[src/glcm_ctrl.sv]
// top-level sequencer: idle, load with parallel clear, pair loop, drain
// in_valid is ignored outside idle
// each pair takes four cycles: ref, nbr, bin read, bin write
`timescale 1ns/1ps
`default_nettype none

module glcm_ctrl (
    input  logic clk,
    input  logic rst_n,
    input  logic in_valid,
    input  logic load_done,
    input  logic clear_done,
    input  logic pair_last,
    input  logic drain_done,
    output logic start,
    output logic loading,
    output logic clear_start,
    output logic fetch_ref,
    output logic fetch_nbr,
    output logic advance,
    output logic bin_rd,
    output logic bin_wr,
    output logic drain_start
);

    typedef enum logic [2:0] {
        S_IDLE,
        S_LOAD,
        S_REF,
        S_NBR,
        S_RD,
        S_WR,
        S_DRAIN
    } state_t;

    state_t state;
    state_t state_nxt;
    logic   load_seen;
    logic   clear_seen;
    logic   both_ready;

    // load and clear finish in either order
    assign both_ready = (load_seen || load_done) && (clear_seen || clear_done);

    always_ff @(posedge clk or negedge rst_n)
    begin
        if (!rst_n)
        begin
            state      <= S_IDLE;
            load_seen  <= 1'b0;
            clear_seen <= 1'b0;
        end
        else
        begin
            state <= state_nxt;
            if (start)
            begin
                load_seen  <= 1'b0;
                clear_seen <= 1'b0;
            end
            else
            begin
                if (load_done)
                begin
                    load_seen <= 1'b1;
                end
                if (clear_done)
                begin
                    clear_seen <= 1'b1;
                end
            end
        end
    end

    // --------------------
    // next state
    always_comb
    begin
        state_nxt = state;
        case (state)
            S_IDLE:  if (in_valid) state_nxt = S_LOAD;
            S_LOAD:  if (both_ready) state_nxt = S_REF;
            S_REF:   state_nxt = S_NBR;
            S_NBR:   state_nxt = S_RD;
            S_RD:    state_nxt = S_WR;
            S_WR:    state_nxt = pair_last ? S_DRAIN : S_REF;
            S_DRAIN: if (drain_done) state_nxt = S_IDLE;
            default: state_nxt = S_IDLE;
        endcase
    end

    // --------------------
    // outputs
    assign start       = (state == S_IDLE) && in_valid;
    assign clear_start = start;
    // stop accepting pixels once the 256th is in
    assign loading     = (state == S_LOAD) && !load_seen;
    assign fetch_ref   = (state == S_REF);
    assign fetch_nbr   = (state == S_NBR);
    assign bin_rd      = (state == S_RD);
    assign bin_wr      = (state == S_WR);
    assign advance     = (state == S_WR) && !pair_last;
    assign drain_start = (state == S_WR) && pair_last;

    // bin store builds the write word from the previous cycle's read
    a_wr_after_rd: assert property (@(posedge clk) disable iff (!rst_n)
        bin_wr |-> $past(bin_rd))
        else $error("bin write without a preceding bin read");

endmodule

`default_nettype wire

[config.mk]
export PLATFORM = sky130hd
export DESIGN_NAME = glcm_ctrl
export DESIGN_NICKNAME = d
export VERILOG_FILES = /design/src/glcm_ctrl.sv
export SDC_FILE = /design/constraint.sdc
export NUM_CORES = 1
export LEC_CHECK = 0
export ABC_AREA = 1
export BUFFER_PORTS_ARGS = -buffer_cell sky130_fd_sc_hd__buf_2
export CAP_MARGIN = 20
export CORE_AREA = 2 2 39 41
export DETAILED_ROUTE_END_ITERATION = 7
export DIE_AREA = 0 0 41 43
export HOLD_SLACK_MARGIN = 0.06
export PLACE_DENSITY = 0.56
export SLEW_MARGIN = 10
export SYNTH_ARGS = -nofsm -noshare
export SYNTH_HDL_FRONTEND = slang
export SYNTH_SLANG_ARGS = --single-unit
[constraint.sdc]
create_clock -name clk -period 1.1 [get_ports clk]
set_input_delay 0.055 -clock clk [delete_from_list [all_inputs] [get_ports clk]]
set_output_delay 0.055 -clock clk [all_outputs]
set_load 0.01 [all_outputs]
Word level (Yosys, flattened, before mapping) --
Index checks and enable logic that the tools add are counted.
Word-level totals: register bits after elaboration 5, input port bits 7, output and inout port bits 9, logic and storage cells 34
Cells by class: mux-type cells 9, equal/unequal tests 9, reductions and logical operators 13
Operators with widths (number):
- $pmux W3 S7 | 1
- $mux W3 | 4
- $eq A3 B3 Y1 const B | 3
- $eq A3 B2 Y1 const B | 2
- $ne A2 B2 Y1 const B | 3
- $logic_and A1 B1 Y1 | 5
- $mux W1 | 4
- $reduce_bool A2 Y1 | 2
- $eq A3 B1 Y1 const B | 1
- $logic_not A3 Y1 | 1
- $reduce_and A3 Y1 | 1
- $logic_not A1 Y1 | 2
- $logic_or A1 B1 Y1 | 2

Depth between registers and ports, before layout --
Gate-level depths: netlist of run 1.
word-level depth 4, mapped depth 6, gate-level depth less buffers 6

Worst setup path before layout of run 1 --
OpenSTA, ideal clock, no wires.
path type reg2out, from register state[0], to output port start, data required time 1045 ps, path slack 111 ps, buffers on the path 1, stages on the path, launching flop included 5, data arrival time 934 ps, cell sequence dfrtp_1 -> nor2_1 -> nand3_1 -> inv_1 -> buf_4
On the way: cells in the longest elaborated chain, start to end 2
Ends and longest elaborated chain:
- start, declared | RTL line 36 | state_t state;
- start signal, assigned | RTL line 55 | state <= state_nxt;
- $logic_not A3 Y1 | RTL line 94 | assign start = (state == S_IDLE) && in_valid;
- $logic_and A1 B1 Y1 | RTL line 94
- end, declared | RTL line 15 | output logic start,
No other way between the ends.

Worst setup path after layout of run 1 --
Ends and elaborated chain as after synthesis.

==> results of run 1 <==
[metrics by stage]
step / total power, W / instances / instance area, µm² / hold slack, ps / worst slack, ps
after detailed placement: 0.0009521 / 78 / 424.2 / -120.4 / 60.70
final: 0.001475 / 90 / 563.0 / 112.5 / -101.3
after global routing: 0.001613 / 90 / 563.0 / 156.4 / -145.8
after global placement: 0.0009429 / 78 / 424.2 / -123.4 / 64.96
after CTS: 0.001296 / 88 / 505.5 / 105.2 / -137.2
after floorplan: 0.0007894 / 48 / 336.6 / -240.6 / 111.5
[cell type report]
class	instances	share of cell area [%]
multi-input combinational	26	31.11
timing repair buffer	23	27.33
sequential	5	22.67
inverter	16	10.67
clock buffer	4	4.667
tap	16	3.556
[cells by family (layout without fill, tap and decap cells)]
| logic type | Yosys count | after routing | share of synthesized area (%) |
|---|---|---|---|
| AND/OR/NAND/NOR | 24 | 24 | 37.17 |
| buffers and inverters | 17 | 43 | 20.08 |
| flip-flops | 5 | 5 | 37.17 |
| AO/OA/AOI/OAI | 2 | 2 | 5.577 |
[routing by layer]
layer	share of wire [%]	GRT usage, %
met1	42	13.03
met2	51	18.75
met3	6.1	2.094
met4	1.0	8.000
met5	0	0
[power groups by stage]
stage	logic, W	clock network [W]	registers [W]
floorplan	0.000448	0	0.000342
global placement	0.000583	0	0.000359
detailed placement	0.000596	0	0.000356
CTS	0.000727	0.000215	0.000355
global route	0.000992	0.000221	0.000400
finish	0.000883	0.000206	0.000386
[path summary, 6_finish.rpt]
path	startpoint	end	slack, ps	cells past startpoint
setup / recovery	state[0]	start	-100	4
hold reg to reg	clear_seen	clear_seen	570	4
max in group asynchronous	rst_n	state[1]	790	2
hold / removal	load_done	load_seen	110	5
min in group asynchronous	rst_n	clear_seen	160	2
setup reg to reg	state[1]	state[1]	0	7
[repair_timing]
item / 4_1_cts / 5_1_grt
gates cloned: 0 / 0
setup endpoints to repair: 9 / 12
endpoints found under the hold margin: 5 / 0
setup buffers: 5 / 3
hold buffers: 1 / 0
pin swaps: 3 / 5
gates resized for setup: 2 / 12
[cells in the final DEF (no fill, tap or decap)]
cell	Yosys	layout
clkbuf_1	0	1
nand3_1	3	2
buf_4	1	6
inv_2	2	4
inv_1	14	12
nand2_4	0	1
clkbuf_4	0	3
dfrtp_1	5	3
dlygate4sd3_1	0	1
buf_2	0	13
o21bai_2	1	1
dfrtp_2	0	2
buf_6	0	3
nor2_4	0	3
nand2_2	4	3
nand2_1	9	9
nand3b_1	1	1
nand4_2	1	1
a21boi_2	0	1
nand3_2	0	1
nor3_1	3	3
[state kept, by name (all words and copies together) (netlist names)]
register,flops
state,3
clear_seen,1
load_seen,1
[worst max-delay path: cells and delay by family, from the launching register on]
family                 cells  cell delay (ps)
DFF                        1              450
and+or+nand+nor            2              270
buffers and inverters      2              190
==> reports/qor.yml, run 1 <==
outcome:
  status: "finished with violations"
  violations: "negative setup slack"
drt:
  wl_per_cell_um: 8.733
  drt_first_pass_iters: 2
  num_vias: 368
  drt_wl_total_um: 786
  ant_nets: 0
  via_per_inst: 4.089
  remaining_drc_errors: 0
  first_iter_violations: 3
die:
  die_w_um: 41
  die_y_um: 43
  initial_core_util_pct: 24.32
  core_area_um2: 1384
  io_pins: 16
  dieArea_um2: 1763
  rows: 14
logic_synthesis:
  yosysWarnings: 0
  synth_seq_cells: 5
  yosys.area.top_type_share_pct: 37.17
  synth_area_per_cell_um2: 7.012
  synthesis.nets: 55
  synth_ff_type: "dfrtp_1"
  async_reset_ff_share_pct: 100.0
  yosysTopAreaCell: "dfrtp_1"
  yosysSeqAreaShare_pct: 37.17
  postSynthCellCount: 48
  synth_cell_type_count: 14
  yosys-top-cells-area: "dfrtp_1 (37%), inv_1 (16%), nand2_1 (10%), nand2_2 (7.4%), nand3_1 (4.5%)"
  synth-edff-count: 0
  syn_area_um2: 336.6
  synth_most_common_cell: "inv_1"
  netlist_top_cells_count: "inv_1 (14), nand2_1 (9), dfrtp_1 (5)"
clock_network:
  cts_tree: "yes"
  cts_buffer_depth: 2
  clk_pin_slew_worst_paths_ps: 40
  cts_max_level: 1
  root_buffer: "clkbuf_4"
  cts_buffers: 3
  clkSinkCount: 5
  clkLatencyLatePin_ps: 240
sta:
  finClkSkew_ps: 0.3976
  max_clock_freq_ghz: 0.8324
  slew_headroom_pct: 84.82
  fin_crit_sh_pct: 109.2
  rsz0062_at_grt: "yes"
  fin_setup_tns_ps: -562.7
  finalSetupViolCount: 8
  slew_violations: 0
  fin_ws_ps: -101.3
  hold_viol_final: 0
  tightest_slew_ps: 226.0
  fin_crit_ps: 1201
cells_and_area:
  fill_cells: 153
  fin_util_pct: 40.69
  nNetsFinal: 82
  multi_input_area_um2: 175.2
  syn_to_final_growth_pct: 67.29
  drive_gt1_share_pct: 56.76
  diodes: 0
  seq_area_um2: 127.6
power:
  p_int_w: 0.0008524
  swShare_pct: 42.22
  leakage_nw: 0.3500
  pwr-share-comb_pct: 59.8
  peakVddDrop_mv: 1.010
  clock_power_share_pct: 14.0
  seqPwrFrac_pct: 26.2
  p_sw_w: 0.0006228
  p_per_area_nw_per_um2: 2620
worst_setup_path:
  path_cells: "nor2_4 -> nand3_2 -> inv_2 -> buf_6"
  slowest_stage: "dfrtp_2"
  max_stage_delay_ps: 450
  worstPathRequired_ps: 1040
  cp.arrival_ps: 1150
  endpoint_kind: "output pin"
  crit_type: "register to output pin"
  crit_path_max_fanout: 5
  start_kind: "register"
place:
  routabilityCongestion: 0.7704
  io_buffer_count: 15
  dp_hpwl_um: 594.6
global_routing:
  overflow: 0
  grt_pass1_wl_um: 1393
  grt_use_total_pct: 11.69
  grt_pass1_vias: 376
  antenna_found_initial: 0
  grt_start_max_net_pins: 7
job:
  drv_cap: 0
hold_path:
  hold_class: "primary input to register"
Power figures use the tool's default switching activity.
==> inputs of run 2 (changes only) <==
- CTS_BUF_LIST: not set -> sky130_fd_sc_hd__clkbuf_4 sky130_fd_sc_hd__clkbuf_8
==> run 2 against run 1 <==
The run still ends with negative setup slack left. Via count is 0.82% lower. Final cell count stayed put. Die area stayed put. Power is 1.6% higher. Clock-buffer cell count stayed put. Fmax is 0.23% higher.
==> reports/qor.yml, run 2 (synthesis gave the netlist of run 1 again) <==
drt:
  wl_per_cell_um: 8.744
  remaining_drc_errors: 0
  first_iter_violations: 3
  drt_first_pass_iters: 2
  num_vias: 365
  ant_nets: 0
  via_per_inst: 4.056
  drt_wl_total_um: 787
worst_setup_path:
  cp.arrival_ps: 1140
  rrSetupSlack_ps: 0
  reg2reg_from: "state[1]"
  worstPathRequired_ps: 1040
  reg2reg_to: "state[1]"
  endpoint: "start"
  ff2ff_path_depth: 7
  start_kind: "register"
  critPathLaunch: "state[0]"
  endpoint_kind: "output pin"
  crit_type: "register to output pin"
  crit_path_max_fanout: 5
sta:
  holdWs_ps: 114.1
  slew_violations: 0
  max_clock_freq_ghz: 0.8344
  finClkSkew_ps: 0.9452
  rsz0062_at_grt: "yes"
  slew_headroom_pct: 84.82
  hold_viol_final: 0
  fin_ws_ps: -98.51
  fin_crit_ps: 1199
  fin_crit_sh_pct: 109.0
  finalSetupViolCount: 8
  tightest_slew_ps: 226.0
cells_and_area:
  diodes: 0
  nNetsFinal: 82
  largestRegisters: "state x3, clear_seen x1, load_seen x1"
  layout.cells.non_filler: 90
  syn_to_final_growth_pct: 68.40
  largest_reg_flops: 3
  mostFrequentLayoutCell: "buf_2"
  regMostFlops: "state"
  fill_cells: 151
  drive_gt1_share_pct: 58.11
  final_cell_mix: "buf_2 (13), inv_1 (12), nand2_1 (9), buf_4 (6)"
global_routing:
  grt_pass1_wl_um: 1386
  grt_pass1_vias: 376
  overflow: 0
  antenna_found_initial: 0
  grt_start_max_net_pins: 7
  grt_use_total_pct: 11.39
die:
  die_y_um: 43
  core_area_um2: 1384
  io_pins: 16
  dieArea_um2: 1763
  rows: 14
  die_w_um: 41
  initial_core_util_pct: 24.32
clock_network:
  cts_buffers: 3
  clkLatencyLatePin_ps: 240
  clk_pin_slew_worst_paths_ps: 40
  clkSinkCount: 5
  cts_tree: "yes"
  cts_max_level: 1
  cts_buffer_depth: 2
  root_buffer: "clkbuf_4"
power:
  peakVddDrop_mv: 1.010
  p_per_area_nw_per_um2: 2644
  leakage_nw: 0.3535
outcome:
  status: "finished with violations"
  violations: "negative setup slack"
place:
  dp_hpwl_um: 594.6
  io_buffer_count: 15
  routabilityCongestion: 0.7704
  dp_cells: 78
job:
  drv_cap: 0
hold_path:
  hold_class: "primary input to register"
==> run 2: cell count changes in the layout (fill, tap and decap cells not counted) <==
| cell | before | now |
|---|---|---|
| clkbuf_1 | 1 | 0 |
| clkbuf_4 | 3 | 4 |
==> run 2: timing repair <==
| action | CTS | global route |
|---|---|---|
| endpoints found under the setup margin | 9 | 12 |
| setup buffers | 5 | 3 |
| cloned | 0 | 0 |
| hold buffers | 1 | 0 |
| resized for setup | 2 | 12 |
| hold endpoints to repair | 5 | 0 |
| pin swaps | 3 | 5 |
==> run 2: how the worst min path moves through the flow <==
| stage | start | end | cells past startpoint | slack [ps] |
|---|---|---|---|---|
| 6_report | load_done | load_seen | 5 | 110 |
| 5_1_grt | load_done | load_seen | 5 | 160 |
| 4_1_cts | load_done | load_seen | 5 | 110 |
| 3_5_place_dp | rst_n | load_seen | 1 | -120 |
| 3_3_place_gp | rst_n | clear_seen | 1 | -120 |
| 2_1_floorplan | rst_n | clear_seen | 0 | -240 |
==> run 2: area by class of cell <==
| cell class | count | area, µm² | area share, % |
|---|---|---|---|
| Sequential cell | 5 | 127.6 | 22.52 |
| Timing Repair Buffer | 23 | 153.9 | 27.15 |
| Clock buffer | 4 | 30.03 | 5.298 |
| Tap cell | 16 | 20.02 | 3.532 |
| Multi-Input combinational cell | 26 | 175.2 | 30.91 |
| Inverter | 16 | 60.06 | 10.60 |
==> run 2: where the power goes <==
part           total (W)  internal (W)  switching [W]
Combinational   0.000883      0.000435       0.000448
Sequential      0.000387      0.000281       0.000106
Clock           0.000229      0.000161      0.0000679
Total            0.00150      0.000877       0.000622
==> run 2: per-layer routing <==
| layer | track usage, % | vias up | part of all wire, % |
|---|---|---|---|
| li1 | - | 191 | - |
| met1 | 13.03 | 163 | 42 |
| met3 | 2.094 | 0 | 5.8 |
| met2 | 18.75 | 11 | 51 |
| met5 | 0 | - | 0 |
| met4 | 6.000 | 0 | 0 |
==> run 2: per-stage QoR <==
stage                     setup WS [ps]  setup TNS (ps)  utilization (%)  area, µm²  power [W]
after floorplan                   111.5               0                -      336.6  0.0007894
after global placement            64.96               0            30.65      424.2  0.0009429
after detailed placement          60.70               0            30.65      424.2  0.0009521
after CTS                        -133.8          -859.4            36.80      509.2   0.001318
after global routing             -143.7           -1171            40.96      566.8   0.001635
final                            -98.51          -551.2            40.96      566.8   0.001498
==> run 2: critical path: stages, from the launching register on <==
cell	delay (ps)
dfrtp_2	450
nor2_4	150
nand3_2	120
inv_2	90
buf_6	100
==> inputs of run 3 (changes only) <==
- CORE_AREA: 2 2 39 41 -> 3 3 40 42
- DIE_AREA: 0 0 41 43 -> 0 0 43 45
==> run 3 against run 2 <==
Wire length grew 9.5%. Power grew 4.8%. Clock-buffer cell count is the same. Via count grew 1.1%. Largest power group unchanged. Design area grew 4.9%. Highest routed layer is now met4. The run still ends with negative setup slack left. Critical path type unchanged. Combinational power grew 7.5%. First-iteration DRC count shrank 67%. Critical endpoint unchanged.
==> reports/qor.yml, run 3 (synthesis gave the netlist of run 1 again) <==
cells_and_area:
  drive_gt1_share_pct: 64.47
  mostFrequentLayoutCell: "buf_2"
  fin_util_pct: 46.25
  nNetsFinal: 84
  fill_cells: 143
  diodes: 0
  largestRegisters: "state x3, clear_seen x1, load_seen x1"
  largest_reg_flops: 3
  regMostFlops: "state"
  final_cell_mix: "buf_2 (12), inv_1 (11), buf_4 (9), nand2_1 (8)"
  syn_to_final_growth_pct: 76.58
outcome:
  status: "finished with violations"
  violations: "negative setup slack"
die:
  dieArea_um2: 1935
  core_area_um2: 1285
  rows: 13
  initial_core_util_pct: 26.19
  die_w_um: 43
  io_pins: 16
  die_y_um: 45
power:
  p_per_area_nw_per_um2: 2643
  total_power_w: 0.001571
  leakage_nw: 0.3614
  peakVddDrop_mv: 1.013
worst_setup_path:
  critPathTopFamily: "flip-flops"
  ff2ff_path_depth: 4
  start_kind: "register"
  endpoint_kind: "output pin"
  cp.arrival_ps: 1120
  path_buf_inv: 2
  crit_path_max_fanout: 5
  reg2reg_from: "state[0]"
  path_cells: "nor2_4 -> nand3_2 -> inv_2 -> buf_6"
  rrSetupSlack_ps: -10
  reg2reg_to: "state[0]"
  max_stage_delay_ps: 450
  crit_type: "register to output pin"
  worstPathRequired_ps: 1040
  slowest_stage: "dfrtp_2"
sta:
  max_clock_freq_ghz: 0.8498
  rsz0062_at_grt: "yes"
  fin_crit_ps: 1177
  fin_ws_ps: -76.68
  tightest_slew_ps: 236.5
  slew_violations: 0
  fin_crit_sh_pct: 107.0
  fin_setup_tns_ps: -406.3
  finClkSkew_ps: 0.9187
  finalSetupViolCount: 10
  slew_headroom_pct: 84.11
  hold_viol_final: 0
  holdWs_ps: 113.8
hold_path:
  min_path_cells: 5
  min-delay-start: "clear_done"
  hold_class: "primary input to register"
  min_to: "clear_seen"
global_routing:
  antenna_found_initial: 0
  grt_pass1_vias: 338
  overflow: 0
  grt_start_max_net_pins: 7
  grt_pass1_wl_um: 1311
  grt_use_total_pct: 9.265
place:
  io_buffer_count: 15
  routabilityCongestion: 0.7412
  dp_slack_ps: 95.19
  dp_hpwl_um: 625.2
clock_network:
  clkSinkCount: 5
  cts_buffer_depth: 2
  clk_pin_slew_worst_paths_ps: 40
  cts_tree: "yes"
  cts_buffers: 3
  cts_max_level: 1
  root_buffer: "clkbuf_4"
  clkLatencyLatePin_ps: 240
drt:
  ant_nets: 0
  wl_per_cell_um: 9.473
  drt_wl_total_um: 862
  first_iter_violations: 1
  remaining_drc_errors: 0
  via_per_inst: 4.055
  drt_first_pass_iters: 4
  num_vias: 369
job:
  drv_cap: 0
==> run 3: cell count changes in the layout (fill, tap and decap cells not counted) <==
cell     previous run  this run
dfrtp_2             2         3
dfrtp_1             3         2
inv_4               0         1
nor3_2              0         1
inv_1              12        11
nand2_2             3         4
buf_2              13        12
buf_4               6         9
nor3_1              3         2
nand2_1             9         8
==> run 3: layer usage <==
layer | routed length, µm | global-route usage (%) | vias to the layer above
met4 | 15 | 7.229 | 0
met5 | 0 | 0 | -
met1 | 379 | 11.17 | 158
li1 | - | - | 193
met2 | 393 | 14.67 | 16
met3 | 73 | 1.594 | 2
==> run 3: stage by stage <==
step	std cells	instance area (µm²)
after global routing	91	594.3
final	91	594.3
after detailed placement	77	422.9
after global placement	77	422.9
after floorplan	48	336.6
after CTS	88	525.5
==> run 3: layout make-up <==
cell class	instances	area (µm²)	area share [%]
sequential	5	128.9	21.68
clock buffer	4	30.03	5.053
timing repair buffer	25	171.4	28.84
tap	15	18.77	3.158
inverter	16	62.56	10.53
multi-input combinational	26	182.7	30.74
==> run 3: worst register-to-register path: cells and delay by family (launching register included) <==
kind	cells	cell delay [ps]
compound gates	1	170
buf+inv	1	120
flops	1	450
simple gates	2	260
==> run 3: worst max path at each step <==
stage	start	endpoint	slack [ps]	depth (start not counted)
4_1_cts	state[1]	drain_start	-150	6
6_report	state[0]	start	-80	4
3_3_place_gp	state[0]	start	100	4
2_1_floorplan	state[0]	start	110	4
5_1_grt	state[0]	clear_start	-150	4
3_5_place_dp	state[0]	start	100	4
==> run 3: power breakdown <==
group	switching, W	leakage, nW	total (W)	internal [W]
Clock	0.0000697	0.0184	0.000231	0.000161
Sequential	0.000107	0.0541	0.000391	0.000284
Combinational	0.000481	0.289	0.000949	0.000468
==> run 3: what timing repair did <==
| item | in CTS | in global routing |
|---|---|---|
| setup endpoints to repair | 9 | 13 |
| resized for setup | 6 | 13 |
| pin swaps | 5 | 5 |
| hold buffers | 1 | 0 |
| endpoints found under the hold margin | 5 | 0 |
| setup buffers | 6 | 3 |
